==> config.mk <==
export PLATFORM = sky130hd
export DESIGN_NAME = stcOutputPort_flat
export DESIGN_NICKNAME = d
export VERILOG_FILES = /design/src/hdl/stcPkg.sv /design/src/hdl/stcInterfaces.sv /design/src/hdl/stcOutputPort.sv /design/src/flat_wrapper.sv
export SDC_FILE = /design/constraint.sdc
export NUM_CORES = 1
export LEC_CHECK = 0
export ABC_AREA = 1
export ABC_CLOCK_PERIOD_IN_PS = 2580
export BUFFER_PORTS_ARGS = -buffer_cell sky130_fd_sc_hd__buf_2
export CAP_MARGIN = 20
export CORE_MARGIN = 10
export CORE_UTILIZATION = 25
export CTS_BUF_LIST = sky130_fd_sc_hd__clkbuf_2 sky130_fd_sc_hd__clkbuf_4 sky130_fd_sc_hd__clkbuf_8
export DETAILED_ROUTE_END_ITERATION = 10
export SYNTH_ARGS = -nofsm -noshare
export SYNTH_HDL_FRONTEND = slang
export SYNTH_SLANG_ARGS = --single-unit
==> constraint.sdc <==
create_clock -name clk -period 2.58 [get_ports clk]
set_input_delay 0.516 -clock clk [delete_from_list [all_inputs] [get_ports clk]]
set_output_delay 0.516 -clock clk [all_outputs]
set_load 0.02 [all_outputs]
==> src/hdl/stcPkg.sv <==
package stcPkg;

    localparam int SAMPLE_W        = 12;
    localparam int SYMBOL_W        = 12;
    localparam int NDX_W           = 4;
    localparam int BUF_AW          = 8;
    localparam int BUF_DEPTH       = 2 ** BUF_AW;
    localparam int PILOT_LEN       = 32;   // pilot samples skipped after sof
    localparam int INIT_COUNT      = 16;   // idle cycles from trellis start to first read
    localparam int CLKS_PER_OUTPUT = 2;    // decimation, cycles per read
    localparam int TAP_GUARD       = 8;    // margin so that both taps are already written

    // saturation limits of the combiner
    localparam int SYM_MAX         = 2 ** (SYMBOL_W - 1) - 1;
    localparam int SYM_MIN         = -(2 ** (SYMBOL_W - 1));

    typedef logic signed [SAMPLE_W-1:0]   sampleT;
    typedef logic signed [SYMBOL_W-1:0]   symbolT;
    typedef logic signed [NDX_W-1:0]      tapNdxT;
    typedef logic        [BUF_AW-1:0]     bufAddrT;
    typedef logic        [BUF_AW:0]       bufPtrT;    // address plus a wrap bit
    typedef logic signed [BUF_AW:0]       bufFillT;   // write minus read pointer
    typedef logic        [2*SAMPLE_W-1:0] iqWordT;    // {re, im} as stored in the buffer

    typedef enum logic {
        waitValid,
        waitDecimation
    } readStateT;

    typedef enum logic [1:0] {
        idle,
        waitAck,
        waitRelease
    } portStateT;

endpackage

==> src/hdl/stcInterfaces.sv <==


// combiner result, valid/ready
interface symbolIf;
    logic           valid;
    logic           ready;
    stcPkg::symbolT sumRe;
    stcPkg::symbolT sumIm;
    stcPkg::symbolT difRe;
    stcPkg::symbolT difIm;
    logic           interpolate;

    modport source (
        output valid, sumRe, sumIm, difRe, difIm, interpolate,
        input  ready
    );
    modport sink (
        input  valid, sumRe, sumIm, difRe, difIm, interpolate,
        output ready
    );
endinterface

==> src/hdl/stcOutputPort.sv <==
`timescale 1ns/1ps

module stcOutputPort (
    input  logic           clk,
    input  logic           reset,
    symbolIf.sink          sym,
    output logic           outReq,
    input  logic           outAck,
    output stcPkg::symbolT outSumRe,
    output stcPkg::symbolT outSumIm,
    output stcPkg::symbolT outDifRe,
    output stcPkg::symbolT outDifIm,
    output logic           outInterpolate
);

    stcPkg::portStateT state;
    logic              holdFull;
    logic              load;

    assign sym.ready = (state == stcPkg::idle) && !holdFull;
    assign load      = sym.valid && sym.ready;

    always_ff @(posedge clk) begin
        if (reset) begin
            state    <= stcPkg::idle;
            holdFull <= 1'b0;
            outReq   <= 1'b0;
        end else begin
            case (state)
                stcPkg::idle: begin
                    if (load) begin
                        holdFull <= 1'b1;
                    end else if (holdFull) begin
                        outReq <= 1'b1;   // one cycle after the hold register fills
                        state  <= stcPkg::waitAck;
                    end
                end
                stcPkg::waitAck: begin
                    if (outAck) begin
                        outReq <= 1'b0;
                        state  <= stcPkg::waitRelease;
                    end
                end
                stcPkg::waitRelease: begin
                    if (!outAck) begin
                        holdFull <= 1'b0;   // exchange complete
                        state    <= stcPkg::idle;
                    end
                end
                default: state <= stcPkg::idle;
            endcase
        end
    end

    always_ff @(posedge clk) begin
        if (load) begin
            outSumRe       <= sym.sumRe;
            outSumIm       <= sym.sumIm;
            outDifRe       <= sym.difRe;
            outDifIm       <= sym.difIm;
            outInterpolate <= sym.interpolate;
        end
    end

endmodule

==> src/flat_wrapper.sv <==
// flat-port wrapper written by rule: the top's interface ports become plain ports
module stcOutputPort_flat 
  (clk, reset, outReq, outAck, outSumRe, outSumIm, outDifRe, outDifIm, outInterpolate, sym_valid, sym_sumRe, sym_sumIm, sym_difRe, sym_difIm, sym_interpolate, sym_ready);
  symbolIf sym_i ();
  input  logic clk;
  input  logic reset;
  output logic outReq;
  input  logic outAck;
  output stcPkg::symbolT outSumRe;
  output stcPkg::symbolT outSumIm;
  output stcPkg::symbolT outDifRe;
  output stcPkg::symbolT outDifIm;
  output logic outInterpolate;
  input wire logic [$bits(sym_i.valid)-1:0] sym_valid;
  input wire logic [$bits(sym_i.sumRe)-1:0] sym_sumRe;
  input wire logic [$bits(sym_i.sumIm)-1:0] sym_sumIm;
  input wire logic [$bits(sym_i.difRe)-1:0] sym_difRe;
  input wire logic [$bits(sym_i.difIm)-1:0] sym_difIm;
  input wire logic [$bits(sym_i.interpolate)-1:0] sym_interpolate;
  output wire logic [$bits(sym_i.ready)-1:0] sym_ready;
  assign sym_i.valid = sym_valid;
  assign sym_i.sumRe = sym_sumRe;
  assign sym_i.sumIm = sym_sumIm;
  assign sym_i.difRe = sym_difRe;
  assign sym_i.difIm = sym_difIm;
  assign sym_i.interpolate = sym_interpolate;
  assign sym_ready = sym_i.ready;
  stcOutputPort u_core (.clk(clk), .reset(reset), .sym(sym_i), .outReq(outReq), .outAck(outAck), .outSumRe(outSumRe), .outSumIm(outSumIm), .outDifRe(outDifRe), .outDifIm(outDifIm), .outInterpolate(outInterpolate));
endmodule
# [Yosys cells after proc, flatten, opt, wreduce, memory -nomap -nowiden]
# Index checks and enable logic that the tools add are counted.
[classes] div=0 n_addsub=0 mux=12 reduce_logical=9 order_cmp=0 shifts=0 bitwise=0 multipliers=0 n_eq_ne=7
[op_table] op="$mux 2" count=4
[op_table] op="$reduce_and 4->1" count=2
[op_table] op="$ne 2x2->1 const B" count=3
[op_table] op="$pmux 2 s3" count=1
[op_table] op="$mux 1" count=5
[op_table] op="$ne 2x1->1 const B" count=2
[op_table] op="$pmux 1 s2" count=2
[op_table] op="$reduce_bool 2->1" count=2
[op_table] op="$reduce_and 3->1" count=1
[op_table] op="$eq 2x1->1 const B" count=1
[op_table] op="$eq 2x2->1 const B" count=1
[op_table] op="$logic_and 1x1->1" count=2
[op_table] op="$logic_not 2->1" count=1
[op_table] op="$logic_not 1->1" count=1
[word_totals] n_memories=0 latch_bits=0 mem_bits_rw=0 rom_bits=0 reg_bits=53 output_inout_bits=51 elab_cells=36

# [Longest topological paths before layout]
[logic_depth] depth_word=5 mapped_depth=5 mapped_depth_nobuf=5

# [Least setup slack after synthesis]
# OpenSTA, ideal clock, no wires.
[synth_timing] kind="input to register" startpoint="input sym_valid" endpoint="register u_core.outDifIm[0] (enable)" path_stages=2 setup_ps=403 required_ps=2177 path_buffers=0 slack_ps=604 t_arrival_ps=1573 path_cell_list="nand3_2 inv_1"
[synth_between] elab_chain_cells=1
[synth_lines] item="start: declaration" line="flat_wrapper.sv:14" rtl="input wire logic [$bits(sym_i.valid)-1:0] sym_valid;"
[synth_lines] item="$logic_and 1x1->1" line="stcOutputPort.sv:21" rtl="assign load = sym.valid && sym.ready;"
[synth_lines] item="net u_core.load" line="stcOutputPort.sv:18" rtl="logic load;"
[synth_lines] item="end signal: assignment" line="stcOutputPort.sv:60" rtl="outDifIm <= sym.difIm;"
[synth_lines] item="end: declaration" line="stcOutputPort.sv:12" rtl="output stcPkg::symbolT outDifIm,"
# The timed path passes the listed nets, and every way through them passes these cells.
# A chain may end at the register's enable or synchronous reset.

# [Worst setup path after layout]
[layout_timing] startpoint="register u_core.state[1]" endpoint="output sym_ready"
[layout_between] elab_chain_cells=2
[layout_lines] item="start: declaration" line="stcOutputPort.sv:16" rtl="stcPkg::portStateT state;"
[layout_lines] item="start signal: assignment" line="stcOutputPort.sv:25" rtl="state <= stcPkg::idle;"
[layout_lines] item="start signal: assignment" line="stcOutputPort.sv:35" rtl="state <= stcPkg::waitAck;"
[layout_lines] item="start signal: assignment" line="stcOutputPort.sv:41" rtl="state <= stcPkg::waitRelease;"
[layout_lines] item="$logic_not 2->1" line="stcOutputPort.sv:20" rtl="assign sym.ready = (state == stcPkg::idle) && !holdFull;"
[layout_lines] item="$logic_and 1x1->1" line="stcOutputPort.sv:20"
[layout_lines] item="end: declaration" line="flat_wrapper.sv:20" rtl="output wire logic [$bits(sym_i.ready)-1:0] sym_ready;"
# No other way between the ends.

==> reports/metrics.cfg <==
[status]
status=finished, final reports clean

[logic_synthesis]
synth-edff-count=49
synth_most_common_cell=edfxtp_1
synth_top_area_share_pct=89.0
synth_cells=75
syn-num-nets=128
ys_seq_area_share_pct=93.8
syn_area_per_cell_um2=22.1
yosysWarnings=0
syn_area_um2=1650
synth_largest_area_cell=edfxtp_1
synth.distinct_cells=10
ys_ff_latch=53
synth_flop_cell=edfxtp_1
synth_commonest_cells=edfxtp_1 (49), inv_1 (6), nand2_1 (6), dfxtp_1 (4), a21oi_1 (3)
synthArstFlopShare_pct=0
synth_area_leaders=edfxtp_1 (89%), dfxtp_1 (4.8%), inv_1 (1.4%), nand2_1 (1.4%), a21oi_1 (0.91%)

[floorplan]
coreArea_um2=6390
dieHeight_um=101
io_pins=104
start_util_pct=25.9
num_rows=29
fp.dieW_um=101
dieArea_um2=10300

[sta]
fin_setup_tns_ps=0
hold_violations=0
drv_slew=0
fmax_ghz=0.611
rsz0062_at_grt=no
fin_crit_sh_pct=63.4
worst_slew_pin_slew_ps=477
setup_ws_ps=944
period_needed_ps=1640
setup_viol=0
finClkSkew_ps=10.0
slew_headroom_pct=68.2

[detailed_routing]
firstDrtPassIters=2
num_vias=1042
viasPerCell=3.95
remaining_drc_errors=0
antenna_left=0
finalWirelength_um=4100
routedWlPerCell_um=15.5
drt_iter0_markers=10

[min_path]
whs_endpoint=u_core.outDifRe[7]$_DFFE_PP_
holdCritPathClass=input pin to flop
hold_depth=1
hold_start=sym_difRe[7]

[power_and_ir_drop]
leakage_nw=1.02
vdd_ir_drop_max_mv=0.382
power_density_nw_per_um2=740

[clocking]
ctsLongestPathBuffers=2
cts_tree=yes
h-tree-depth=2
cts.sinks=53
postCtsSetupBuffers=0
cts_resized=0
clock_latency_ps=300
holdBufCountCts=0
cts_root_buffer=clkbuf_8
clk_pin_slew_ps=100
cts_buffers=5

[critical_path]
max_stage_delay_ps=350
critPathTopFamily=flip-flops
cp.arrival_ps=1120
crit_buf_inv=2
crit_path_start_kind=flop
ff2ff_path_depth=4
r2r-end=u_core.outSumIm[11]$_DFFE_PP_
crit_type=flop to output pin
cp_max_fo=4
r2r_slack_ps=960
timing.rr.start=u_core.state[1]$_SDFFE_PP0P_
cp_slowest_cell=dfxtp_1
crit_chain=nor2_2 -> nand2_1 -> inv_1 -> buf_2
endpoint_kind=output pin
crit_required_ps=2060

[grt]
grt_max_degree=29
grt_first_pass_wirelength_um=6180
grt_pass1_vias=1159
grt_antenna_before_repair=1
grt_use_total_pct=7.75
grt_overflow=0

[place]
port_buffers=103
gp_congestion=0.722
preCtsSetupSlack_ps=906
dpl.hpwl_um=3400

[layout]
n_antenna_cell=0
drive_gt1_share_pct=62.0
nNetsFinal=239
area_growth_pct=43.7

[job]
cap_violations=0

-- registers in the layout (all words and copies together) (netlist names) --
signal,flops
u_core.holdFull,1
u_core.outSumIm,12
u_core.outInterpolate,1
u_core.outDifIm,12
u_core.outSumRe,12
u_core.outReq,1
u_core.state,2
u_core.outDifRe,12
-- through the flow --
| stage | cell area [um^2] | utilization (%) | total power (W) | instances | hold WS [ps] |
|---|---|---|---|---|---|
| 2_1_floorplan | 1650 | - | 0.00120 | 75 | 464 |
| 3_3_place_gp | 2290 | 35.8 | 0.00133 | 256 | 484 |
| 3_5_place_dp | 2290 | 35.8 | 0.00133 | 256 | 469 |
| 4_1_cts | 2380 | 37.2 | 0.00179 | 264 | 366 |
| 5_1_grt | 2380 | 37.2 | 0.00185 | 264 | 357 |
| 6_report | 2380 | 37.2 | 0.00176 | 264 | 384 |
-- how the worst max path moves through the flow --
stage	cells past startpoint	to	slack (ps)	from
2_1_floorplan	2	u_core.outDifIm[0]$_DFFE_PP_	600	sym_valid
3_3_place_gp	4	u_core.outDifRe[5]$_DFFE_PP_	920	sym_valid
3_5_place_dp	4	u_core.outSumIm[9]$_DFFE_PP_	910	sym_valid
4_1_cts	4	sym_ready	920	u_core.state[1]$_SDFFE_PP0P_
5_1_grt	4	sym_ready	820	u_core.state[1]$_SDFFE_PP0P_
6_report	4	sym_ready	940	u_core.state[1]$_SDFFE_PP0P_
-- layer usage --
metal  share of wire (%)  global-route usage [%]  vias up
met5                   0                       0        -
met4                0.93                    2.89        0
met3                  16                    6.33        4
met2                  46                    11.7       65
met1                  37                    7.78      474
li1                    -                       -      499
-- final cells by class --
class,instances,area (um^2)
fill,618,4010
sequential,53,1550
timing repair buffer,104,536
tap,77,96.3
multi-input combinational,16,80.1
clock buffer,5,68.8
clock inverter,3,22.5
inverter,6,22.5
-- logic make-up after synthesis --
logic type             synth area share [%]
AOI/OAI and AO/OA                      1.44
buffers and inverters                  1.36
DFF                                    93.8
and+or+nand+nor                        3.40
-- power by group --
part / leakage, nW / internal, W / switching, W
clock network: 0.0481 / 0.000193 / 0.000261
logic: 0.472 / 0.0000861 / 0.000172
registers: 0.498 / 0.00103 / 0.0000182
total: 1.02 / 0.00131 / 0.000452
-- worst register-to-register path: cells and delay by family (launching register included) --
kind	cells	cell delay, ps
flops	1	350
buf+inv	2	650
simple gates	2	320
-- placed cells by master (no fill, tap or decap), drive strengths merged --
cell and n:
buf 104, edfxtp 49, nand2 6, inv 6, clkbuf 5, dfxtp 4, a21oi 4, nor2 3
nand3 3, clkinv 3
(Power assumes the default switching activity.)
