**config.mk**
```make
export PLATFORM = sky130hd
export DESIGN_NAME = stcBranchCombiner_flat
export DESIGN_NICKNAME = d
export VERILOG_FILES = /design/src/hdl/stcPkg.sv /design/src/hdl/stcInterfaces.sv /design/src/hdl/stcBranchCombiner.sv /design/src/flat_wrapper.sv
export SDC_FILE = /design/constraint.sdc
export NUM_CORES = 1
export LEC_CHECK = 0
export ABC_AREA = 1
export BUFFER_PORTS_ARGS = -buffer_cell sky130_fd_sc_hd__buf_2
export CAP_MARGIN = 25
export CORE_MARGIN = 8
export CORE_UTILIZATION = 33
export CTS_CLUSTER_DIAMETER = 120
export DETAILED_ROUTE_END_ITERATION = 10
export RECOVER_POWER = 100
export SKIP_CTS_REPAIR_TIMING = 1
export SYNTH_ARGS = -nofsm -noshare
export SYNTH_HDL_FRONTEND = slang
export SYNTH_SLANG_ARGS = --single-unit
```
**constraint.sdc**
```tcl
create_clock -name clk -period 3.85 [get_ports clk]
set_clock_uncertainty 0.15 [all_clocks]
set_input_delay 0.77 -clock clk [delete_from_list [all_inputs] [get_ports clk]]
set_output_delay 0.77 -clock clk [all_outputs]
set_load 0.02 [all_outputs]
```
**src/hdl/stcPkg.sv**
```systemverilog
package stcPkg;

    localparam int SAMPLE_W        = 12;
    localparam int SYMBOL_W        = 12;
    localparam int NDX_W           = 4;
    localparam int BUF_AW          = 8;
    localparam int BUF_DEPTH       = 2 ** BUF_AW;
    localparam int PILOT_LEN       = 32;   // pilot samples skipped after sof
    localparam int INIT_COUNT      = 16;   // idle cycles from trellis start to first read
    localparam int CLKS_PER_OUTPUT = 2;    // decimation, cycles per read
    localparam int TAP_GUARD       = 8;    // margin so that both taps are already written

    // saturation limits of the combiner
    localparam int SYM_MAX         = 2 ** (SYMBOL_W - 1) - 1;
    localparam int SYM_MIN         = -(2 ** (SYMBOL_W - 1));

    typedef logic signed [SAMPLE_W-1:0]   sampleT;
    typedef logic signed [SYMBOL_W-1:0]   symbolT;
    typedef logic signed [NDX_W-1:0]      tapNdxT;
    typedef logic        [BUF_AW-1:0]     bufAddrT;
    typedef logic        [BUF_AW:0]       bufPtrT;    // address plus a wrap bit
    typedef logic signed [BUF_AW:0]       bufFillT;   // write minus read pointer
    typedef logic        [2*SAMPLE_W-1:0] iqWordT;    // {re, im} as stored in the buffer

    typedef enum logic {
        waitValid,
        waitDecimation
    } readStateT;

    typedef enum logic [1:0] {
        idle,
        waitAck,
        waitRelease
    } portStateT;

endpackage

```
**src/hdl/stcInterfaces.sv**
```systemverilog


// both taps of one symbol, valid/ready
interface tapPairIf;
    logic           valid;
    logic           ready;
    stcPkg::sampleT re0;
    stcPkg::sampleT im0;
    stcPkg::sampleT re1;
    stcPkg::sampleT im1;
    logic           lastOfFour;   // fourth read of a group

    modport source (
        output valid, re0, im0, re1, im1, lastOfFour,
        input  ready
    );
    modport sink (
        input  valid, re0, im0, re1, im1, lastOfFour,
        output ready
    );
endinterface

// combiner result, valid/ready
interface symbolIf;
    logic           valid;
    logic           ready;
    stcPkg::symbolT sumRe;
    stcPkg::symbolT sumIm;
    stcPkg::symbolT difRe;
    stcPkg::symbolT difIm;
    logic           interpolate;

    modport source (
        output valid, sumRe, sumIm, difRe, difIm, interpolate,
        input  ready
    );
    modport sink (
        input  valid, sumRe, sumIm, difRe, difIm, interpolate,
        output ready
    );
endinterface

```
**src/hdl/stcBranchCombiner.sv**
```systemverilog
`timescale 1ns/1ps

module stcBranchCombiner (
    input  logic   clk,
    input  logic   reset,
    tapPairIf.sink taps,
    symbolIf.source sym
);

    logic take;

    // clamp a one bit wider result to the symbol range
    function automatic stcPkg::symbolT sat(input logic signed [stcPkg::SAMPLE_W:0] x);
        if (x > stcPkg::SYM_MAX) begin
            return stcPkg::symbolT'(stcPkg::SYM_MAX);
        end else if (x < stcPkg::SYM_MIN) begin
            return stcPkg::symbolT'(stcPkg::SYM_MIN);
        end
        return stcPkg::symbolT'(x);
    endfunction

    function automatic stcPkg::symbolT satAdd(input stcPkg::sampleT a, input stcPkg::sampleT b,
                                              input logic subtract);
        logic signed [stcPkg::SAMPLE_W:0] wa;
        logic signed [stcPkg::SAMPLE_W:0] wb;
        wa = a;   // sign extended
        wb = b;
        return subtract ? sat(wa - wb) : sat(wa + wb);
    endfunction

    assign taps.ready = !sym.valid || sym.ready;   // empty or draining this cycle
    assign take       = taps.valid && taps.ready;

    always_ff @(posedge clk) begin
        if (reset) begin
            sym.valid <= 1'b0;
        end else if (take) begin
            sym.valid <= 1'b1;
        end else if (sym.ready) begin
            sym.valid <= 1'b0;
        end
    end

    always_ff @(posedge clk) begin
        if (take) begin
            sym.sumRe       <= satAdd(taps.re0, taps.re1, 1'b0);
            sym.sumIm       <= satAdd(taps.im0, taps.im1, 1'b0);
            sym.difRe       <= satAdd(taps.re0, taps.re1, 1'b1);
            sym.difIm       <= satAdd(taps.im0, taps.im1, 1'b1);
            sym.interpolate <= taps.lastOfFour;
        end
    end

endmodule

```
**src/flat_wrapper.sv**
```systemverilog
// flat-port wrapper written by rule: the top's interface ports become plain ports
module stcBranchCombiner_flat 
  (clk, reset, taps_valid, taps_re0, taps_im0, taps_re1, taps_im1, taps_lastOfFour, taps_ready, sym_valid, sym_sumRe, sym_sumIm, sym_difRe, sym_difIm, sym_interpolate, sym_ready);
  tapPairIf taps_i ();
  symbolIf sym_i ();
  input  logic clk;
  input  logic reset;
  input wire logic [$bits(taps_i.valid)-1:0] taps_valid;
  input wire logic [$bits(taps_i.re0)-1:0] taps_re0;
  input wire logic [$bits(taps_i.im0)-1:0] taps_im0;
  input wire logic [$bits(taps_i.re1)-1:0] taps_re1;
  input wire logic [$bits(taps_i.im1)-1:0] taps_im1;
  input wire logic [$bits(taps_i.lastOfFour)-1:0] taps_lastOfFour;
  output wire logic [$bits(taps_i.ready)-1:0] taps_ready;
  output wire logic [$bits(sym_i.valid)-1:0] sym_valid;
  output wire logic [$bits(sym_i.sumRe)-1:0] sym_sumRe;
  output wire logic [$bits(sym_i.sumIm)-1:0] sym_sumIm;
  output wire logic [$bits(sym_i.difRe)-1:0] sym_difRe;
  output wire logic [$bits(sym_i.difIm)-1:0] sym_difIm;
  output wire logic [$bits(sym_i.interpolate)-1:0] sym_interpolate;
  input wire logic [$bits(sym_i.ready)-1:0] sym_ready;
  assign taps_i.valid = taps_valid;
  assign taps_i.re0 = taps_re0;
  assign taps_i.im0 = taps_im0;
  assign taps_i.re1 = taps_re1;
  assign taps_i.im1 = taps_im1;
  assign taps_i.lastOfFour = taps_lastOfFour;
  assign taps_ready = taps_i.ready;
  assign sym_valid = sym_i.valid;
  assign sym_sumRe = sym_i.sumRe;
  assign sym_sumIm = sym_i.sumIm;
  assign sym_difRe = sym_i.difRe;
  assign sym_difIm = sym_i.difIm;
  assign sym_interpolate = sym_i.interpolate;
  assign sym_i.ready = sym_ready;
  stcBranchCombiner u_core (.clk(clk), .reset(reset), .taps(taps_i), .sym(sym_i));
endmodule
```
; ---- Word level (Yosys, flattened, before mapping)
; Cells that the tools add are included.
[word_totals]
inputBits = 53
out_inout_bits = 51
regBits = 50
word_cells = 48
[classes]
add_sub_neg = 4
reduce_logical = 4
n_mux = 26
order_cmp = 8
[ops]
columns = cell, count
row1 = 12-bit 2-to-1 mux, 12
row2 = 13-bit by 12-bit greater-than comparator with 1-bit output (second input constant), 4
row3 = 13-bit by 12-bit less-than comparator with 1-bit output (second input constant), 4
row4 = 12-bit by 12-bit adder with 13-bit output, 2
row5 = 12-bit by 12-bit subtractor with 13-bit output, 2
row6 = 1-bit 2-to-1 mux, 14
row7 = 2-bit nonzero test, 1
row8 = 1-bit logical AND, 1
row9 = 1-bit logical NOT, 1
row10 = 1-bit logical OR, 1

; ---- Logic depth before layout (Yosys ltp)
[logic_depth]
depth_word = 6
ltp_mapped = 16
depth_no_buf = 15

; ---- Worst setup path after synthesis
; No wires, ideal clock.
[synth_path]
path_kind = in2reg
from = input port taps_valid
to = register u_core.sym.difIm[0] (enable)
setup_slack_ns = 0.026
setup_time_ns = 0.472
path_buffers = 0
stages = 2
required_time_ns = 3.228
arrival_time_ns = 3.202
cell_sequence = inv_1 a21oi_1
[synth_between]
elab_chain_cells = 1
[synth_lines]
columns = element, line_no
row1 = start: declaration, flat_wrapper.sv:8  ; input wire logic [$bits(taps_i.valid)-1:0] taps_valid;
row2 = 1-bit logical AND, stcBranchCombiner.sv:32  ; assign take = taps.valid && taps.ready;
row3 = named net u_core.take, stcBranchCombiner.sv:10  ; logic take;
row4 = end signal: assignment, stcBranchCombiner.sv:49  ; sym.difIm <= satAdd(taps.im0, taps.im1, 1'b1);
row5 = end: declaration, stcInterfaces.sv:34  ; output valid, sumRe, sumIm, difRe, difIm, interpolate,
; The timed path passes the listed nets, and every way through them passes these cells.
; A chain may end at the register's enable or synchronous reset.

; ---- Worst setup path after layout
[layout_path]
from = input port taps_im1[7]
to = register u_core.sym.sumIm[6] (data pin)
[layout_between]
elab_chain_cells = 6
elab_cells_between_ends = 8
cone_classes = add/sub (1) / order compare (2) / mux (5)
[layout_lines]
columns = element, line_no
row1 = start: declaration, flat_wrapper.sv:12  ; input wire logic [$bits(taps_i.im1)-1:0] taps_im1;
row2 = 12-bit by 12-bit adder with 13-bit output *, stcBranchCombiner.sv:28  ; return subtract ? sat(wa - wb) : sat(wa + wb);
row3 = 13-bit by 12-bit less-than comparator with 1-bit output, stcBranchCombiner.sv:16  ; end else if (x < stcPkg::SYM_MIN) begin
row4 = 1-bit 2-to-1 mux, stcBranchCombiner.sv:16
row5 = 1-bit 2-to-1 mux, stcBranchCombiner.sv:14  ; if (x > stcPkg::SYM_MAX) begin
row6 = 1-bit 2-to-1 mux, stcBranchCombiner.sv:45  ; if (take) begin
row7 = 12-bit 2-to-1 mux *, stcBranchCombiner.sv:19  ; return stcPkg::symbolT'(x);
row8 = end signal: assignment, stcBranchCombiner.sv:47  ; sym.sumIm <= satAdd(taps.im0, taps.im1, 1'b0);
row9 = end: declaration, stcInterfaces.sv:34
; Every way passes the cells marked *; elsewhere a longest branch is shown, timed or not. The select of a mux whose other input is x is not followed.

==> results.tsv <==
metric	value	unit
most common cell after layout, fill and taps aside	nand2_1	
site row count	44	
Final Cell Area	0.00549	mm2
Fin. Hold Viols	0	
Syn Nets	751	
max incr delay on CP	0.53	ns
DR pass1 iterations	5	
GRT Total Usage	0.125	
htree depth	2	
WL final	12200	um
met3 GRT Util	0.0411	
footprint of the multi-input gates	0.00277	mm2
Slew @ Worst Pin	1.25	ns
crit-path cells	clkbuf_1 > inv_1 > ha_1 > inv_1 > a21oi_1 > nand2_1 > nand2_1 > nand3_1 > nand2_1 > nand2_1 > nand2_1 > nand2_1	
Nets	838	
most used routing layer	met1	
most frequent cells in the layout	nand2_1 (237), inv_1 (81), clkbuf_1 (56)	
initial antenna violation count	5	
Max-Cap Viols	0	
die footprint	0.0191	mm2
number of global-route vias before repair	3923	
flop2flop setup slack	1.88	ns
Synth Cell Area	0.00492	mm2
Post-DP HPWL	10100	um
clk buf depth	2	
pin count of the biggest net entering global routing	50	
drc violations	0	
Die Ht	138	um
Area growth syn-to-layout	11.6	%
Worst VDD drop	194	uV
FF-to-FF End	u_core.sym.difIm[0]	
P_leak	2.83	nW
post-DR vias/cell	4.52	
CTS Sinks	50	
Worst Setup EP	u_core.sym.sumIm[6]	
post-synthesis sequential area ratio	0.303	
Congestion Overflow GR	0	
initial core utilization	0.338	
wire per inst	13.3	um
share of layout cells above drive strength 1	0.168	
Syn Area/Cell	7.61	um2
reg2reg start	u_core.sym.valid	
clk slew on worst S/H paths	0.07	ns
CP Launch Type	input port	
clock buffer count from CTS	5	
Chip Width	138	um
Required @ worst endpoint	3.73	ns
Worst path most repeated cell	nand2_1	
first-pass GRT wire length	20000	um
Final setup viols	0	
crit path capture type	flop	
Final GP Congestion	0.842	
f_max	0.353	GHz
register area	0.00149	mm2
CP bufs+invs	3	
CTS Root Cell	clkbuf_16	
worst hold path type	flop to flop	
Ys Warns	0	
Ports	104	
fin. max-slew vios	0	
minimum clock period	2.83	ns
final worst path period share	0.735	
IO Port Bufs	103	
DR vias	4151	
data arrival time of the critical path	2.71	ns
status	finished clean	
DP Area	0.00543	mm2
# fillers	1611	
Critical Path Slowest Stage Cell	ha_1	
#FFs+latches synth	50	
CTS tree	built	
core footprint	0.0145	mm2
met1 Use GR	0.178	
library cells used by synthesis	26	
Iteration-0 DRC Markers	245	
cell count along the critical path	12	
Post-Syn Instances	646	
CP delay by family, top	simple AND/OR/NAND/NOR gates	
relative slew slack	0.169	
Setup Crit Path Kind	input port to flop	
worst skew pair latency	0.29	ns
cell area power density	380	mW/mm2
setup tns final	0	ns
M2 GR Usage	0.177	
CP max FO	11	
CP startpoint	taps_im1[7]	
worst r2r path cells	2	
RSZ-0062 raised after global routing	false	
Final ANT Viol Nets	0	
-- metrics by stage --
stage | cells | util | total power [mW] | hold slack, ns | worst slack [ns]
after global placement | 910 | 0.374 | 1.62 | 0.370 | 1.02
after floorplan | 646 | - | 1.43 | 0.555 | 0.0259
after detailed placement | 910 | 0.374 | 1.63 | 0.377 | 0.963
after global routing | 918 | 0.377 | 2.23 | 0.416 | 0.797
after CTS | 918 | 0.385 | 2.14 | 0.385 | 1.27
final | 919 | 0.378 | 2.08 | 0.386 | 1.02
-- cell type report --
class	count	area share
multi-input combinational	472	0.505
clock inverter	2	0.00684
clock buffer	6	0.0235
timing repair buffer	104	0.0823
inverter	100	0.0684
tap	184	0.0420
sequential	50	0.272
antenna	1	0.000456
-- how the worst min path moves through the flow --
| stage | endpoint | from | slack [ns] | cells after the start |
|---|---|---|---|---|
| 4_1_cts | u_core.sym.valid | u_core.sym.valid | 0.39 | 2 |
| 3_5_place_dp | u_core.sym.valid | u_core.sym.valid | 0.38 | 2 |
| 6_report | u_core.sym.valid | u_core.sym.valid | 0.39 | 2 |
| 5_1_grt | u_core.sym.valid | u_core.sym.valid | 0.42 | 2 |
| 2_1_floorplan | u_core.sym.valid | u_core.sym.valid | 0.56 | 2 |
| 3_3_place_gp | u_core.sym.valid | u_core.sym.valid | 0.37 | 2 |
-- synthesized netlist by cell type (all sizes together) --
cell | instances | area (um2)
a31oi | 7 | 43.8
o21bai | 4 | 30.0
o21ai | 2 | 10.0
dfxtp | 1 | 20.0
nor2 | 47 | 251
ha | 48 | 601
inv | 100 | 375
fa | 4 | 80.1
buf | 24 | 252
nand2 | 249 | 997
nand4 | 14 | 87.6
edfxtp | 49 | 1470
xor2 | 26 | 228
a21oi | 32 | 246
nand3 | 33 | 185
nor3 | 4 | 20.0
xnor2 | 2 | 17.5
-- layer usage --
metal  share of wire  routed length (um)
met3           0.068                 834
met4           0.011                 129
met5          0.0046                  56
met1            0.52                6330
met2            0.40                4840
-- registers in the layout (all words and copies together), names as in the netlist --
signal	cells
u_core.sym.difIm	12
u_core.sym.difRe	12
u_core.sym.sumIm	12
u_core.sym.sumRe	12
u_core.sym.interpolate	1
u_core.sym.valid	1
-- cell families after synthesis --
group | synth area share
compound gates | 0.0672
xor+xnor | 0.0499
fa+ha+maj | 0.138
simple gates | 0.314
buf+inv | 0.128
flops | 0.303
-- power by group --
part | internal [mW] | total [mW] | leakage, nW | switching, mW
Combinational | 0.258 | 0.828 | 2.27 | 0.570
Sequential | 0.724 | 0.749 | 0.484 | 0.0257
Clock | 0.307 | 0.506 | 0.0771 | 0.198
-- worst min-delay path, stage by stage, from the launching register on --
cell and delay [ns]:
dfxtp_1 0.34, nand2_1 0.10, a21oi_1 0.06
(Power assumes the default switching activity.)
