`config.mk`:
```
export PLATFORM = sky130hd
export DESIGN_NAME = stcSampleCapture_flat
export DESIGN_NICKNAME = d
export VERILOG_FILES = /design/src/hdl/stcPkg.sv /design/src/hdl/stcInterfaces.sv /design/src/hdl/stcSampleCapture.sv /design/src/flat_wrapper.sv
export SDC_FILE = /design/constraint.sdc
export NUM_CORES = 1
export LEC_CHECK = 0
export BUFFER_PORTS_ARGS = -buffer_cell sky130_fd_sc_hd__buf_4
export CAP_MARGIN = 20
export CELL_PAD_IN_SITES_DETAIL_PLACEMENT = 2
export CELL_PAD_IN_SITES_GLOBAL_PLACEMENT = 2
export CORE_MARGIN = 2
export CORE_UTILIZATION = 30
export CTS_BUF_LIST = sky130_fd_sc_hd__clkbuf_2 sky130_fd_sc_hd__clkbuf_4 sky130_fd_sc_hd__clkbuf_8
export DETAILED_ROUTE_END_ITERATION = 10
export PLACE_DENSITY_LB_ADDON = 0.1
export SLEW_MARGIN = 5
export SYNTH_ARGS = -nofsm -noshare
export SYNTH_HDL_FRONTEND = slang
export SYNTH_SLANG_ARGS = --single-unit
```
`constraint.sdc`:
```
create_clock -name clk -period 5.66 [get_ports clk]
set_clock_uncertainty 0.15 [all_clocks]
set_input_delay 0.283 -clock clk [delete_from_list [all_inputs] [get_ports clk]]
set_output_delay 0.283 -clock clk [all_outputs]
set_load 0.05 [all_outputs]
```
`src/hdl/stcPkg.sv`:
```
package stcPkg;

    localparam int SAMPLE_W        = 12;
    localparam int SYMBOL_W        = 12;
    localparam int NDX_W           = 4;
    localparam int BUF_AW          = 8;
    localparam int BUF_DEPTH       = 2 ** BUF_AW;
    localparam int PILOT_LEN       = 32;   // pilot samples skipped after sof
    localparam int INIT_COUNT      = 16;   // idle cycles from trellis start to first read
    localparam int CLKS_PER_OUTPUT = 2;    // decimation, cycles per read
    localparam int TAP_GUARD       = 8;    // margin so that both taps are already written

    // saturation limits of the combiner
    localparam int SYM_MAX         = 2 ** (SYMBOL_W - 1) - 1;
    localparam int SYM_MIN         = -(2 ** (SYMBOL_W - 1));

    typedef logic signed [SAMPLE_W-1:0]   sampleT;
    typedef logic signed [SYMBOL_W-1:0]   symbolT;
    typedef logic signed [NDX_W-1:0]      tapNdxT;
    typedef logic        [BUF_AW-1:0]     bufAddrT;
    typedef logic        [BUF_AW:0]       bufPtrT;    // address plus a wrap bit
    typedef logic signed [BUF_AW:0]       bufFillT;   // write minus read pointer
    typedef logic        [2*SAMPLE_W-1:0] iqWordT;    // {re, im} as stored in the buffer

    typedef enum logic {
        waitValid,
        waitDecimation
    } readStateT;

    typedef enum logic [1:0] {
        idle,
        waitAck,
        waitRelease
    } portStateT;

endpackage

```
`src/hdl/stcInterfaces.sv`:
```
`timescale 1ns/1ps

// one buffer write per accepted sample
interface sampleIf;
    logic           wrEn;
    logic           sof;
    stcPkg::sampleT re;
    stcPkg::sampleT im;
    logic           full;

    modport capture (output wrEn, sof, re, im, input full);
    modport align   (input wrEn, sof, re, im, output full);
endinterface


```
`src/hdl/stcSampleCapture.sv`:
```
`timescale 1ns/1ps

module stcSampleCapture (
    input  logic           clk,
    input  logic           reset,
    input  logic           inReq,
    input  logic           inSof,
    input  stcPkg::sampleT inRe,
    input  stcPkg::sampleT inIm,
    output logic           inAck,
    sampleIf.capture       smp
);

    stcPkg::portStateT state;
    logic              accept;

    // a pending request is taken as soon as the buffer has room
    assign accept = inReq && !smp.full &&
                    (state == stcPkg::idle || state == stcPkg::waitAck);

    always_ff @(posedge clk) begin
        if (reset) begin
            state    <= stcPkg::idle;
            inAck    <= 1'b0;
            smp.wrEn <= 1'b0;
        end else begin
            smp.wrEn <= accept;   // single cycle write strobe
            case (state)
                stcPkg::idle, stcPkg::waitAck: begin
                    if (accept) begin
                        inAck <= 1'b1;
                        state <= stcPkg::waitRelease;
                    end else if (inReq) begin
                        state <= stcPkg::waitAck;   // held off by full
                    end
                end
                stcPkg::waitRelease: begin
                    if (!inReq) begin
                        inAck <= 1'b0;
                        state <= stcPkg::idle;
                    end
                end
                default: state <= stcPkg::idle;
            endcase
        end
    end

    always_ff @(posedge clk) begin
        if (accept) begin
            smp.sof <= inSof;
            smp.re  <= inRe;
            smp.im  <= inIm;
        end
    end

endmodule

```
`src/flat_wrapper.sv`:
```
// flat-port wrapper written by rule: the top's interface ports become plain ports
module stcSampleCapture_flat 
  (clk, reset, inReq, inSof, inRe, inIm, inAck, smp_wrEn, smp_sof, smp_re, smp_im, smp_full);
  sampleIf smp_i ();
  input  logic clk;
  input  logic reset;
  input  logic inReq;
  input  logic inSof;
  input  stcPkg::sampleT inRe;
  input  stcPkg::sampleT inIm;
  output logic inAck;
  output wire logic [$bits(smp_i.wrEn)-1:0] smp_wrEn;
  output wire logic [$bits(smp_i.sof)-1:0] smp_sof;
  output wire logic [$bits(smp_i.re)-1:0] smp_re;
  output wire logic [$bits(smp_i.im)-1:0] smp_im;
  input wire logic [$bits(smp_i.full)-1:0] smp_full;
  assign smp_wrEn = smp_i.wrEn;
  assign smp_sof = smp_i.sof;
  assign smp_re = smp_i.re;
  assign smp_im = smp_i.im;
  assign smp_i.full = smp_full;
  stcSampleCapture u_core (.clk(clk), .reset(reset), .inReq(inReq), .inSof(inSof), .inRe(inRe), .inIm(inIm), .inAck(inAck), .smp(smp_i));
endmodule
```
# Word level (Yosys, flattened, before mapping)
# Index checks and enable logic that the tools add are counted.
# Widths: inputs -> output; s select.
[word_totals]
reg_bits = 29
output_inout_bits = 27
wordCells = 27
[classes]
n_eq_ne = 5
mux = 7
reduce_logical = 9
[op_table]
columns = ["cell", "count"]
rows = [
  ["$mux 2", 3],
  ["$pmux 2 s2", 1],
  ["$ne 3x2->1 const B", 1],
  ["$reduce_and 3->1", 1],
  ["$eq 2x1->1 const B", 1],
  ["$eq 2x2->1 const B", 1],
  ["$logic_and 1x1->1", 2],
  ["$logic_not 2->1", 1],
  ["$mux 1", 2],
  ["$ne 2x1->1 const B", 1],
  ["$ne 2x2->1 const B", 1],
  ["$pmux 1 s2", 1],
  ["$reduce_and 2->1", 1],
  ["$reduce_bool 2->1", 1],
  ["$reduce_or 2->1", 1],
  ["$logic_not 1->1", 1],
  ["$logic_or 1x1->1", 1],
]

# Depth between registers and ports, before layout
# Gate-level depths: netlist of the first run.
[depth]
ltp_word = 5
ltp_mapped = 2
ltp_nobuf = 2

# Least setup slack after synthesis of the first run
# Ideal clock, no wire load.
[synth_timing]
path_type = "input to register"
start = "input smp_full"
end = "register u_core.smp.im[0], enable pin"
t_arrival_ns = 1.532
path_slack_ns = 3.572
stages = 2
n_path_buf = 0
path_cell_list = "nand2b_1 nor2_1"
[synth_between]
elab_chain_cells = 3
[synth_rtl]
columns = ["item", "line_no", "rtl"]
rows = [
  ["from (decl)", "flat_wrapper.sv:16", "input wire logic [$bits(smp_i.full)-1:0] smp_full;"],
  ["$logic_not 1->1", "stcSampleCapture.sv:18", "assign accept = inReq && !smp.full &&"],
  ["$logic_and 1x1->1 (2 in series)", "stcSampleCapture.sv:18", ""],
  ["net u_core.accept", "stcSampleCapture.sv:15", "logic accept;"],
  ["to (signal assigned)", "stcSampleCapture.sv:52", "smp.im <= inIm;"],
  ["to (decl)", "stcInterfaces.sv:11", "modport capture (output wrEn, sof, re, im, input full);"],
]
# The timed path passes the listed nets, and every way through them passes these cells.
# A chain may end at the register's enable or synchronous reset.

# Final worst setup path of the first run
[layout_timing]
start = "register u_core.state[1]"
end = "register u_core.smp.re[2], enable pin"
[layout_between]
elab_chain_cells = 3
elab_cells_between_ends = 4
classes_between = "1 x eq/ne; 3 x reduce/logical"
[layout_rtl]
columns = ["item", "line_no", "rtl"]
rows = [
  ["from (decl)", "stcSampleCapture.sv:14", "stcPkg::portStateT state;"],
  ["from (signal assigned)", "stcSampleCapture.sv:23", "state <= stcPkg::idle;"],
  ["from (signal assigned)", "stcSampleCapture.sv:32", "state <= stcPkg::waitRelease;"],
  ["from (signal assigned)", "stcSampleCapture.sv:34", "state <= stcPkg::waitAck;"],
  ["$eq 2x1->1 or $logic_not 2->1 (tied branches)", "stcSampleCapture.sv:19", "(state == stcPkg::idle || state == stcPkg::waitAck);"],
  ["$logic_or 1x1->1 *", "stcSampleCapture.sv:19", ""],
  ["$logic_and 1x1->1 *", "stcSampleCapture.sv:18", ""],
  ["net u_core.accept", "stcSampleCapture.sv:15", ""],
  ["to (signal assigned)", "stcSampleCapture.sv:51", "smp.re <= inRe;"],
  ["to (decl)", "stcInterfaces.sv:11", ""],
]
# Mark *: on every way through the listed nets, which the timed path passes. The rest lies on a longest branch.

==> summary.txt, run 1 <==
Outcome
  – Status: finished clean

Floorplanning
  – Die area: 3520 sq um
  – Core Rows: 20
  – Core box area: 2980 sq um
  – Initial Util: 30.8%
  – IO Count: 56
  – Die W: 59.3 microns
  – Die Ht: 59.3 microns

GRT
  – Most used routing layer: met2
  – Met1 Use GR: 18.3%
  – Initial antenna violation count: 0
  – Vias in the first global route: 778
  – GR Util met3: 4.59%
  – Met2 usage: 25.7%
  – Grt total ovfl: 0
  – GRT Util Overall: 15.4%
  – First-pass GRT wire length: 3760 microns
  – Largest net degree at the start of global routing: 17

Clock network
  – CTS tree: built
  – Worst-Skew Late Latency: 0.31 ns
  – CTS sink count: 29
  – CTS Buffer Depth: 2
  – CTS root buf: clkbuf_4
  – Setup Fix Bufs, Post-CTS: 0
  – Htree depth: 2
  – Total CTS buffers: 5
  – CTS resizes: 0
  – Reg clk slew, reported paths: 0.09 ns
  – Hold_buf cts: 26

STA
  – Final hold slack: 0.0906 ns
  – Worst-Margin Slew: 0.554 ns
  – Slew headroom: 63.0%
  – Final setup fails: 0
  – Setup TNS: 0 ns
  – Tmin final: 1.52 ns
  – Slew Limit Fails: 0
  – Hold Vio Cnt, Final: 0
  – RSZ-0062 raised after global routing: false
  – Tcrit/Tclk final: 26.9%
  – Max Freq: 657 MHz

Yosys
  – Post-Syn Area per Cell: 22.9 sq um
  – Post-Syn Nets: 69
  – Post-synthesis sequential area ratio: 90.6%
  – Unique cell type count in the Yosys netlist: 12
  – Warnings from Yosys: 0
  – Mapped Cells: 40
  – Post-synthesis register bit count: 29
  – Post-Syn Area: 917 sq um

Worst setup path
  – Critical path launch point type: flop
  – Crit Path Class: reg -> reg
  – CP arrival: 1.39 ns
  – Worst-path cell chain: nor2_2 > buf_8
  – WP buf/inv: 1
  – Crit. End Element: flop
  – Reg2Reg Depth: 2
  – Top delay family on crit path: simple AND/OR/NAND/NOR gates
  – CP required: 5.53 ns
  – Max FO, Critical Path: 16
  – R2r endpoint: u_core.smp.re[2]$_DFFE_PP_
  – Critical Path Stages: 2
  – Slowest stage cell, crit path: nor2_2
  – Worst R2R Start: u_core.state[1]$_SDFFE_PP0P_
  – Flop-to-flop setup slack: 4.14 ns
  – Crit-path max cell delay: 0.47 ns

Finish
  – Post-layout util: 57.0%
  – Final std cell area, no fill: 1700 sq um
  – Commonest non-fill, non-tap cell in the layout: buf_4
  – Register area: 831 sq um
  – Layout net count: 158
  – Most frequent cells in the layout: 55 x buf_4, 26 x dlygate4sd3_1, 25 x edfxtp_1
  – Area of the multi-input gates: 85.1 sq um
  – Filler instances: 264
  – Area grow syn2layout: 85.1%
  – # diodes: 0
  – Proportion of layout cells with a drive suffix above 1: 51.2%

Pwr
  – Cell area power density: 260 nW/um^2
  – Worst VDD drop: 142 uV
  – Leak: 0.000705 uW

Placed design
  – Dpl hpwl: 1470 microns
  – Buffers on Ports: 55
  – DP Area: 1390 sq um
  – Final Wtd Congestion: 0.627

Worst hold path
  – Hold Path Class: in -> reg
  – Hold path depth: 2
  – Hold Path End: u_core.state[1]$_SDFFE_PP0P_
  – HP Start: inReq

Route
  – WL per Instance: 15.4 microns
  – Vias per std cell: 4.27
  – Routed WL: 2500 microns
  – Antenna Nets Post-Route: 0
  – First DRT Iteration DRCs: 7
  – Vias: 692
  – DR DRC count: 0
  – Drt first pass iters: 2

Run
  – Max cap viols: 0
worst max path at each step:
stage / from / endpoint / slack, ns
3_3_place_gp: smp_full / u_core.smp.im[8]$_DFFE_PP_ / 3.62
6_report: u_core.state[1]$_SDFFE_PP0P_ / u_core.smp.re[2]$_DFFE_PP_ / 4.14
3_5_place_dp: smp_full / u_core.smp.im[9]$_DFFE_PP_ / 3.89
5_1_grt: u_core.state[1]$_SDFFE_PP0P_ / u_core.smp.re[2]$_DFFE_PP_ / 4.01
2_1_floorplan: smp_full / u_core.smp.im[0]$_DFFE_PP_ / 3.57
4_1_cts: u_core.state[1]$_SDFFE_PP0P_ / u_core.smp.im[9]$_DFFE_PP_ / 4.11
final cells by class:
cell class	count	area share, %
clock buffers	6	2.65
inverters	1	0.221
multi-input cells	10	5.01
repair buffers	82	40.5
well taps	33	2.43
clock inverters	1	0.221
flip-flops and latches	29	48.9
power by group:
group,switching (uW),leakage [uW],internal [uW]
Sequential,3.55,0.000266,243
Clock,64.5,0.0000292,49.8
Combinational,43.9,0.000410,37.1
Total,112,0.000705,330
worst reg2reg max path, stage by stage, from the launching register on:
cell,delay [ns]
dfxtp_1,0.36
nor2_2,0.47
buf_8,0.25
registers in the layout, indices dropped and copies added (netlist names):
register / flops
u_core.inAck: 1
u_core.smp.im: 12
u_core.smp.sof: 1
u_core.smp.wrEn: 1
u_core.state: 2
u_core.smp.re: 12
per-stage QoR:
stage                     total power, uW  std cells  worst slack (ns)
after floorplan                       286         40              3.57
after global placement                315        128              3.62
after detailed placement              317        129              3.89
after CTS                             446        162              4.11
after global routing                  460        162              4.01
final                                 442        162              4.14
cell families (layout without fill, tap and decap cells):
kind of cell	after synthesis	in the layout	share of synthesized area, %
flops	29	29	90.6
buf+inv	1	90	0.409
simple gates	7	7	5.05
compound gates	1	1	1.64
mux	2	2	2.32
metal layers:
metal / share of wire [%] / vias up
met5: 0 / -
met4: 0.92 / 0
li1: - / 331
met3: 7.2 / 3
met1: 38 / 322
met2: 54 / 36
Yosys cell counts:
library cell,number,area share (%)
nor3b_2,1,1.4
nor2b_1,1,0.68
mux2i_1,1,1.1
edfxtp_1,25,82
inv_1,1,0.41
dfxtp_1,4,8.7
mux2_2,1,1.2
nand2b_1,1,0.68
nor3b_1,1,0.82
nor3_1,2,1.1
a2111oi_2,1,1.6
nor2_1,1,0.41
(Power assumes the default switching activity.)
==> run 2, diff against run 1 <==
--- a/config.mk
+++ b/config.mk
@@ -5,12 +5,13 @@
 export SDC_FILE = /design/constraint.sdc
 export NUM_CORES = 1
 export LEC_CHECK = 0
+export ABC_AREA = 1
 export BUFFER_PORTS_ARGS = -buffer_cell sky130_fd_sc_hd__buf_4
 export CAP_MARGIN = 20
 export CELL_PAD_IN_SITES_DETAIL_PLACEMENT = 2
 export CELL_PAD_IN_SITES_GLOBAL_PLACEMENT = 2
 export CORE_MARGIN = 2
-export CORE_UTILIZATION = 30
+export CORE_UTILIZATION = 27
 export CTS_BUF_LIST = sky130_fd_sc_hd__clkbuf_2 sky130_fd_sc_hd__clkbuf_4 sky130_fd_sc_hd__clkbuf_8
 export DETAILED_ROUTE_END_ITERATION = 10
 export PLACE_DENSITY_LB_ADDON = 0.1
==> constraint.sdc (replaced) <==
create_clock -name clk -period 1.5 [get_ports clk]
set_clock_uncertainty 0.15 [all_clocks]
set_input_delay 0.075 -clock clk [delete_from_list [all_inputs] [get_ports clk]]
set_output_delay 0.075 -clock clk [all_outputs]
set_load 0.05 [all_outputs]
==> run 2 against run 1 <==
Compared with the run above: sequential share of layout area decreased by 1.7 points; critical path depth increased by 4; largest cell class unchanged; critical endpoint is now u_core.smp.re[0]$_DFFE_PP_; sequential power increased to 3.8 times the previous value; non-clock buffer count increased by 3.
==> summary.txt, run 2 <==
Outcome
  – Status: finished clean

GRT
  – Largest net degree at the start of global routing: 26 (+9)
  – Grt total ovfl: 0 (unchanged)
  – Initial antenna violation count: 0 (unchanged)
  – Vias in the first global route: 860 (+11%)
  – First-pass GRT wire length: 4850 microns (+29%)
  – GRT Util Overall: 17.0% (+1.6 points)

Route
  – Vias: 759 (+9.7%)
  – First DRT Iteration DRCs: 15 (+8)
  – Vias per std cell: 4.06 (-5.0%)
  – Drt first pass iters: 3 (+1)
  – Antenna Nets Post-Route: 0 (unchanged)
  – DR DRC count: 0 (unchanged)
  – WL per Instance: 16.3 microns (+5.8%)
  – Routed WL: 3050 microns (+22%)

Worst hold path
  – Hold path depth: 3 (+1)
  – HP Start: reset
  – Hold Path Class: in -> reg

Clock network
  – Htree depth: 2 (unchanged)
  – Reg clk slew, reported paths: 0.09 ns (about the same)
  – CTS root buf: clkbuf_4
  – CTS sink count: 29 (unchanged)
  – CTS tree: built
  – Worst-Skew Late Latency: 0.30 ns (about the same)
  – Total CTS buffers: 5 (unchanged)
  – CTS Buffer Depth: 2 (unchanged)

Worst setup path
  – Worst-path cell chain: dlygate4sd3_1 > buf_4 > inv_2 > nand3_2 > inv_1 > buf_12
  – R2r endpoint: u_core.smp.re[0]$_DFFE_PP_
  – Worst R2R Start: u_core.state[1]$_SDFFE_PP0P_
  – Crit path from: smp_full
  – Max FO, Critical Path: 25 (+9)
  – Top delay family on crit path: buffers and inverters
  – Worst Setup EP: u_core.smp.re[0]$_DFFE_PP_
  – Crit Path Class: in -> reg
  – Slowest stage cell, crit path: dlygate4sd3_1
  – Crit-path max cell delay: 0.54 ns (+0.07 ns)
  – Critical Path Stages: 6 (+4)
  – Flop-to-flop setup slack: 0.23 ns (-3.91 ns)
  – Reg2Reg Depth: 4 (+2)
  – CP required: 1.36 ns (-4.17 ns)
  – Crit. End Element: flop
  – Critical path launch point type: input port
  – WP buf/inv: 5 (+4)
  – CP arrival: 1.24 ns (-0.15 ns)

STA
  – Max Freq: 726 MHz
  – Slew headroom: 86.5% (+23 points)
  – Final setup fails: 0 (unchanged)
  – Final setup margin: 0.123 ns (-4.01 ns)
  – Tmin final: 1.38 ns
  – Slew Limit Fails: 0 (unchanged)
  – Final hold slack: 0.317 ns (+0.227 ns)
  – Hold Vio Cnt, Final: 0 (unchanged)
  – RSZ-0062 raised after global routing: false
  – Worst-Margin Slew: 0.202 ns (-0.351 ns)
  – Tcrit/Tclk final: 91.8%
  – Setup TNS: 0 ns (unchanged)

Placed design
  – DP Area: 1410 sq um (+1.4%)
  – Buffers on Ports: 55 (unchanged)
  – Dpl hpwl: 1860 microns (+27%)
  – Final Wtd Congestion: 0.617 (-1.6%)
  – Dpl ws: 0.233 ns (-3.66 ns)

Finish
  – Post-layout util: 53.2% (-3.8 points)
  – Most frequent cells in the layout: 56 x buf_4, 28 x dlygate4sd3_1, 25 x edfxtp_1
  – Commonest non-fill, non-tap cell in the layout: buf_4
  – Proportion of layout cells with a drive suffix above 1: 50.4% (-0.81 points)
  – Biggest regs: u_core.smp.im (12), u_core.smp.re (12), u_core.state (2)
  – Final std cell area, no fill: 1760 sq um (+3.7%)
  – # diodes: 0 (unchanged)
  – Layout net count: 169 (+7.0%)
  – Area grow syn2layout: 91.7%

Yosys
  – Post-synthesis register bit count: 29 (unchanged)
  – Ys async rst share: 0% (unchanged)
  – Post-synth EDFFs: 25 (unchanged)
  – Top FF cell, synth: edfxtp_1
  – Post-synthesis sequential area ratio: 90.5% (-0.12 points)
  – Cell taking the most area after synthesis: edfxtp_1
  – Warnings from Yosys: 0 (unchanged)
  – Mapped Cells: 48 (+20%)
  – Synth area leaders: edfxtp_1 82%, dfxtp_1 8.7%, inv_1 2.5%
  – Cell with the most instances after synthesis: edfxtp_1
  – Post-synth top cells: 25 x edfxtp_1, 6 x inv_1, 6 x nand2_1
  – Top-area cell type share of the netlist area: 81.7% (-0.11 points)
  – Post-Syn Nets: 77 (+12%)
  – Post-Syn Area: 918 sq um (+0.14%)
  – Unique cell type count in the Yosys netlist: 8 (-4)
  – Post-Syn Area per Cell: 19.1 sq um (-17%)

Pwr
  – Clk pwr share: 27.4% (+1.5 points)
  – Fraction of power spent switching nets: 26.2% (+0.81 points)
  – Sequential Power Share: 53.7% (-2.1 points)
  – Internal Pwr Total: 1280 uW (+290%)
  – Comb power frac: 18.9% (+0.6 points)
  – Leak: 0.000753 uW (+6.8%)
  – Cell area power density: 985 nW/um^2 (+280%)
  – Worst VDD drop: 564 uV (+300%)
  – NetSw: 454 uW (+310%)

Floorplanning
  – IO Count: 56 (unchanged)
  – Initial Util: 27.7% (-3.1 points)
  – Core Rows: 21 (+5.0%)
  – Die area: 3880 sq um (+10%)
  – Core box area: 3310 sq um (+11%)
  – Die Ht: 62.3 microns (+5.1%)
  – Die W: 62.3 microns (+5.1%)

Run
  – Max cap viols: 0 (unchanged)
-- run 2: cell count changes in the layout (fill, tap and decap cells not counted), sizes merged, moves of 2 or more --
| cell | delta |
|---|---|
| dlygate4sd3 | +2 |
| inv | +5 |
| nand2 | +6 |
| nor2 | +3 |
| nor3 | -2 |
-- run 2: logic make-up after synthesis --
logic type / count (synthesis) / synth area share [%]
AOI/OAI and AO/OA: 1 / 0.544
buffers and inverters: 6 / 2.45
and+or+nand+nor: 12 / 6.54
DFF: 29 / 90.5
-- run 2: stage by stage --
step | total power, uW | instances
after floorplan | 1090 | 48
after global placement | 1200 | 150
after detailed placement | 1210 | 150
after CTS | 1750 | 187
after global routing | 1810 | 187
final | 1730 | 187
-- run 2: area by class of cell --
type | instances | area [sq um]
Multi-Input combinational cell | 13 | 71.3
Clock buffer | 7 | 52.6
Clock inverter | 1 | 3.75
Tap cell | 46 | 57.6
Timing Repair Buffer | 85 | 721
Fill cell | 342 | 1550
Sequential cell | 29 | 832
Inverter | 6 | 22.5
-- run 2: how the worst min path moves through the flow --
stage	endpoint
global placement	u_core.state[1]$_SDFFE_PP0P_
finish	u_core.state[1]$_SDFFE_PP0P_
floorplan	u_core.state[1]$_SDFFE_PP0P_
global route	u_core.state[1]$_SDFFE_PP0P_
detailed placement	u_core.state[1]$_SDFFE_PP0P_
CTS	u_core.smp.im[3]$_DFFE_PP_
-- run 2: worst min-delay path, delay by kind of cell --
family,cells,cell delay (ns)
compound gates,1,0.03
buf+inv,2,0.64
-- run 2: power groups by stage --
stage | clock network [uW] | registers, uW | logic, uW
after detailed placement | 0 | 948 | 262
after floorplan | 0 | 1060 | 27.1
after global routing | 532 | 935 | 347
final | 476 | 932 | 328
after CTS | 494 | 930 | 324
after global placement | 0 | 946 | 255
-- run 2: what timing repair did --
action / CTS / global route
resized for setup: 0 / 5
endpoints found under the hold margin: 29 / 0
endpoints found under the setup margin: 0 / 1
setup buffers: 0 / 1
hold buffers: 29 / 0
-- run 2: per-layer routing --
metal | track usage (%) | up-vias | wire length, microns
li1 | - | 350 | -
met1 | 20.0 | 374 | 1230
met2 | 31.5 | 35 | 1660
met3 | 4.71 | 0 | 153
met4 | 2.50 | 0 | 0
met5 | 0 | - | 0
==> run 3, diff against run 2 <==
--- a/config.mk
+++ b/config.mk
@@ -15,6 +15,7 @@
 export CTS_BUF_LIST = sky130_fd_sc_hd__clkbuf_2 sky130_fd_sc_hd__clkbuf_4 sky130_fd_sc_hd__clkbuf_8
 export DETAILED_ROUTE_END_ITERATION = 10
 export PLACE_DENSITY_LB_ADDON = 0.1
+export RECOVER_POWER = 25
 export SLEW_MARGIN = 5
 export SYNTH_ARGS = -nofsm -noshare
 export SYNTH_HDL_FRONTEND = slang
==> run 3 against run 2 <==
Compared with the run above: via count decreased by 0.13%; cell area unchanged; critical endpoint unchanged; largest cell class unchanged; utilization unchanged; count of clock-buffer cells in the layout unchanged; clock power increased by 0.8%.
==> summary.txt, run 3 (synthesized netlist as in run 2, its figures left out) <==
Floorplanning
  – Die Ht: 62.3 microns (unchanged)
  – IO Count: 56 (unchanged)
  – Core Rows: 21 (unchanged)
  – Die W: 62.3 microns (unchanged)
  – Core box area: 3310 sq um (unchanged)
  – Die area: 3880 sq um (unchanged)
  – Initial Util: 27.7% (unchanged)

Route
  – WL per Instance: 16.2 microns (-0.59%)
  – Vias per std cell: 4.05 (-0.13%)
  – DR DRC count: 0 (unchanged)
  – Antenna Nets Post-Route: 0 (unchanged)
  – First DRT Iteration DRCs: 16 (+1)
  – Vias: 758 (-0.13%)
  – Drt first pass iters: 4 (+1)
  – Routed WL: 3030 microns (-0.59%)

Clock network
  – CTS sink count: 29 (unchanged)
  – Worst-Skew Late Latency: 0.31 ns (about the same)
  – CTS tree: built
  – Total CTS buffers: 5 (unchanged)
  – Htree depth: 2 (unchanged)
  – CTS Buffer Depth: 2 (unchanged)
  – CTS root buf: clkbuf_4
  – Reg clk slew, reported paths: 0.09 ns (about the same)

STA
  – Slew headroom: 86.5% (about the same)
  – Final setup margin: 0.116 ns (-0.00697 ns)
  – Tmin final: 1.38 ns (+0.00697 ns)
  – Slew Limit Fails: 0 (unchanged)
  – Hold Vio Cnt, Final: 0 (unchanged)
  – Setup TNS: 0 ns (unchanged)
  – Worst-Margin Slew: 0.202 ns (-0.0000753 ns)
  – Max Freq: 722 MHz (-0.50%)
  – RSZ-0062 raised after global routing: false
  – Final hold slack: 0.312 ns (-0.00509 ns)
  – Tcrit/Tclk final: 92.3% (+0.46 points)
  – Final setup fails: 0 (unchanged)

GRT
  – Most used routing layer: met2
  – Met1 Use GR: 20.0% (unchanged)
  – Initial antenna violation count: 0 (unchanged)
  – GRT Util Overall: 17.0% (unchanged)
  – GR Util met3: 4.71% (unchanged)
  – Grt total ovfl: 0 (unchanged)
  – Vias in the first global route: 860 (unchanged)
  – Met2 usage: 31.5% (unchanged)
  – First-pass GRT wire length: 4850 microns (unchanged)
  – Largest net degree at the start of global routing: 26 (unchanged)

Worst setup path
  – Crit. End Element: flop
  – Max FO, Critical Path: 25 (unchanged)
  – Worst-path cell chain: dlygate4sd3_1 > buf_4 > inv_2 > nand3_2 > inv_1 > buf_12
  – Crit-path max cell delay: 0.54 ns (about the same)
  – CP required: 1.36 ns (about the same)
  – Critical path launch point type: input port
  – Slowest stage cell, crit path: dlygate4sd3_1
  – CP arrival: 1.24 ns (about the same)
  – Reg2Reg Depth: 4 (unchanged)
  – Crit Path Class: in -> reg

Worst hold path
  – Hold path depth: 3 (unchanged)
  – Hold Path Class: in -> reg

Pwr
  – Cell area power density: 986 nW/um^2 (about the same)
  – Worst VDD drop: 569 uV (+0.78%)
  – Leak: 0.000749 uW (-0.54%)

Placed design
  – Dpl ws: 0.233 ns (unchanged)
  – Buffers on Ports: 55 (unchanged)
  – Final Wtd Congestion: 0.617 (unchanged)
  – Dpl hpwl: 1860 microns (unchanged)

Finish
  – Post-layout util: 53.2% (unchanged)
  – Biggest regs: u_core.smp.im (12), u_core.smp.re (12), u_core.state (2)
  – Proportion of layout cells with a drive suffix above 1: 50.4% (unchanged)
  – Filler instances: 342 (unchanged)
  – # diodes: 0 (unchanged)
  – Layout net count: 169 (unchanged)
  – Area grow syn2layout: 91.7% (unchanged)
  – Commonest non-fill, non-tap cell in the layout: buf_4
  – Most frequent cells in the layout: 36 x buf_4, 28 x dlygate4sd3_1, 27 x clkbuf_4

Run
  – Max cap viols: 0 (unchanged)

Outcome
  – Status: finished clean
## run 3: cell count changes in the layout (fill, tap and decap cells not counted), sizes merged
cell / before / now
clkbuf: 7 / 27
buf: 57 / 37
## run 3: worst paths after layout
path | startpoint | to | slack [ns]
worst max-delay path | smp_full | u_core.smp.re[0]$_DFFE_PP_ | 0.12
worst min-delay path | reset | u_core.state[1]$_SDFFE_PP0P_ | 0.31
worst max register to register | u_core.state[1]$_SDFFE_PP0P_ | u_core.smp.re[0]$_DFFE_PP_ | 0.21
worst min register to register | u_core.state[1]$_SDFFE_PP0P_ | u_core.inAck$_SDFFE_PP0P_ | 0.38
## run 3: where the power goes
| group | switching (uW) | internal (uW) | leakage [uW] | total (uW) |
|---|---|---|---|---|
| Clock | 264 | 216 | 0.0000338 | 480 |
| Combinational | 180 | 144 | 0.000449 | 325 |
| Sequential | 13.7 | 918 | 0.000267 | 931 |
## run 3: routing by layer
metal  up-vias  routed length [microns]  share of wire [%]
met3         0                      151                5.0
met5         -                        0                  0
met4         0                        0                  0
met1       375                     1230                 40
met2        33                     1660                 55
li1        350                        -                  -
## run 3: final cells by class
| type | instances | area (sq um) | share of cell area [%] |
|---|---|---|---|
| sequential | 29 | 832 | 47.3 |
| timing repair buffer | 85 | 721 | 40.9 |
| multi-input combinational | 13 | 71.3 | 4.05 |
| tap | 46 | 57.6 | 3.27 |
| clock buffer | 7 | 52.6 | 2.99 |
| inverter | 6 | 22.5 | 1.28 |
| clock inverter | 1 | 3.75 | 0.213 |
## run 3: what timing repair did
| item | in CTS | in global routing |
|---|---|---|
| hold endpoints to repair | 29 | 0 |
| hold buffers | 29 | 0 |
| buffers inserted | 0 | 1 |
| setup endpoints to repair | 0 | 1 |
| gates resized for setup | 0 | 5 |
## run 3: per-stage QoR
stage	cell area, sq um	instances	total power (uW)
after floorplan	918	48	1090
after CTS	1760	187	1750
after detailed placement	1410	150	1210
after global placement	1410	150	1200
final	1760	187	1740
after global routing	1760	187	1810
## run 3: critical path: cells and delay by family
family / cells / cell delay (ns)
buffers and inverters: 5 / 1.06
AND/OR/NAND/NOR: 1 / 0.10
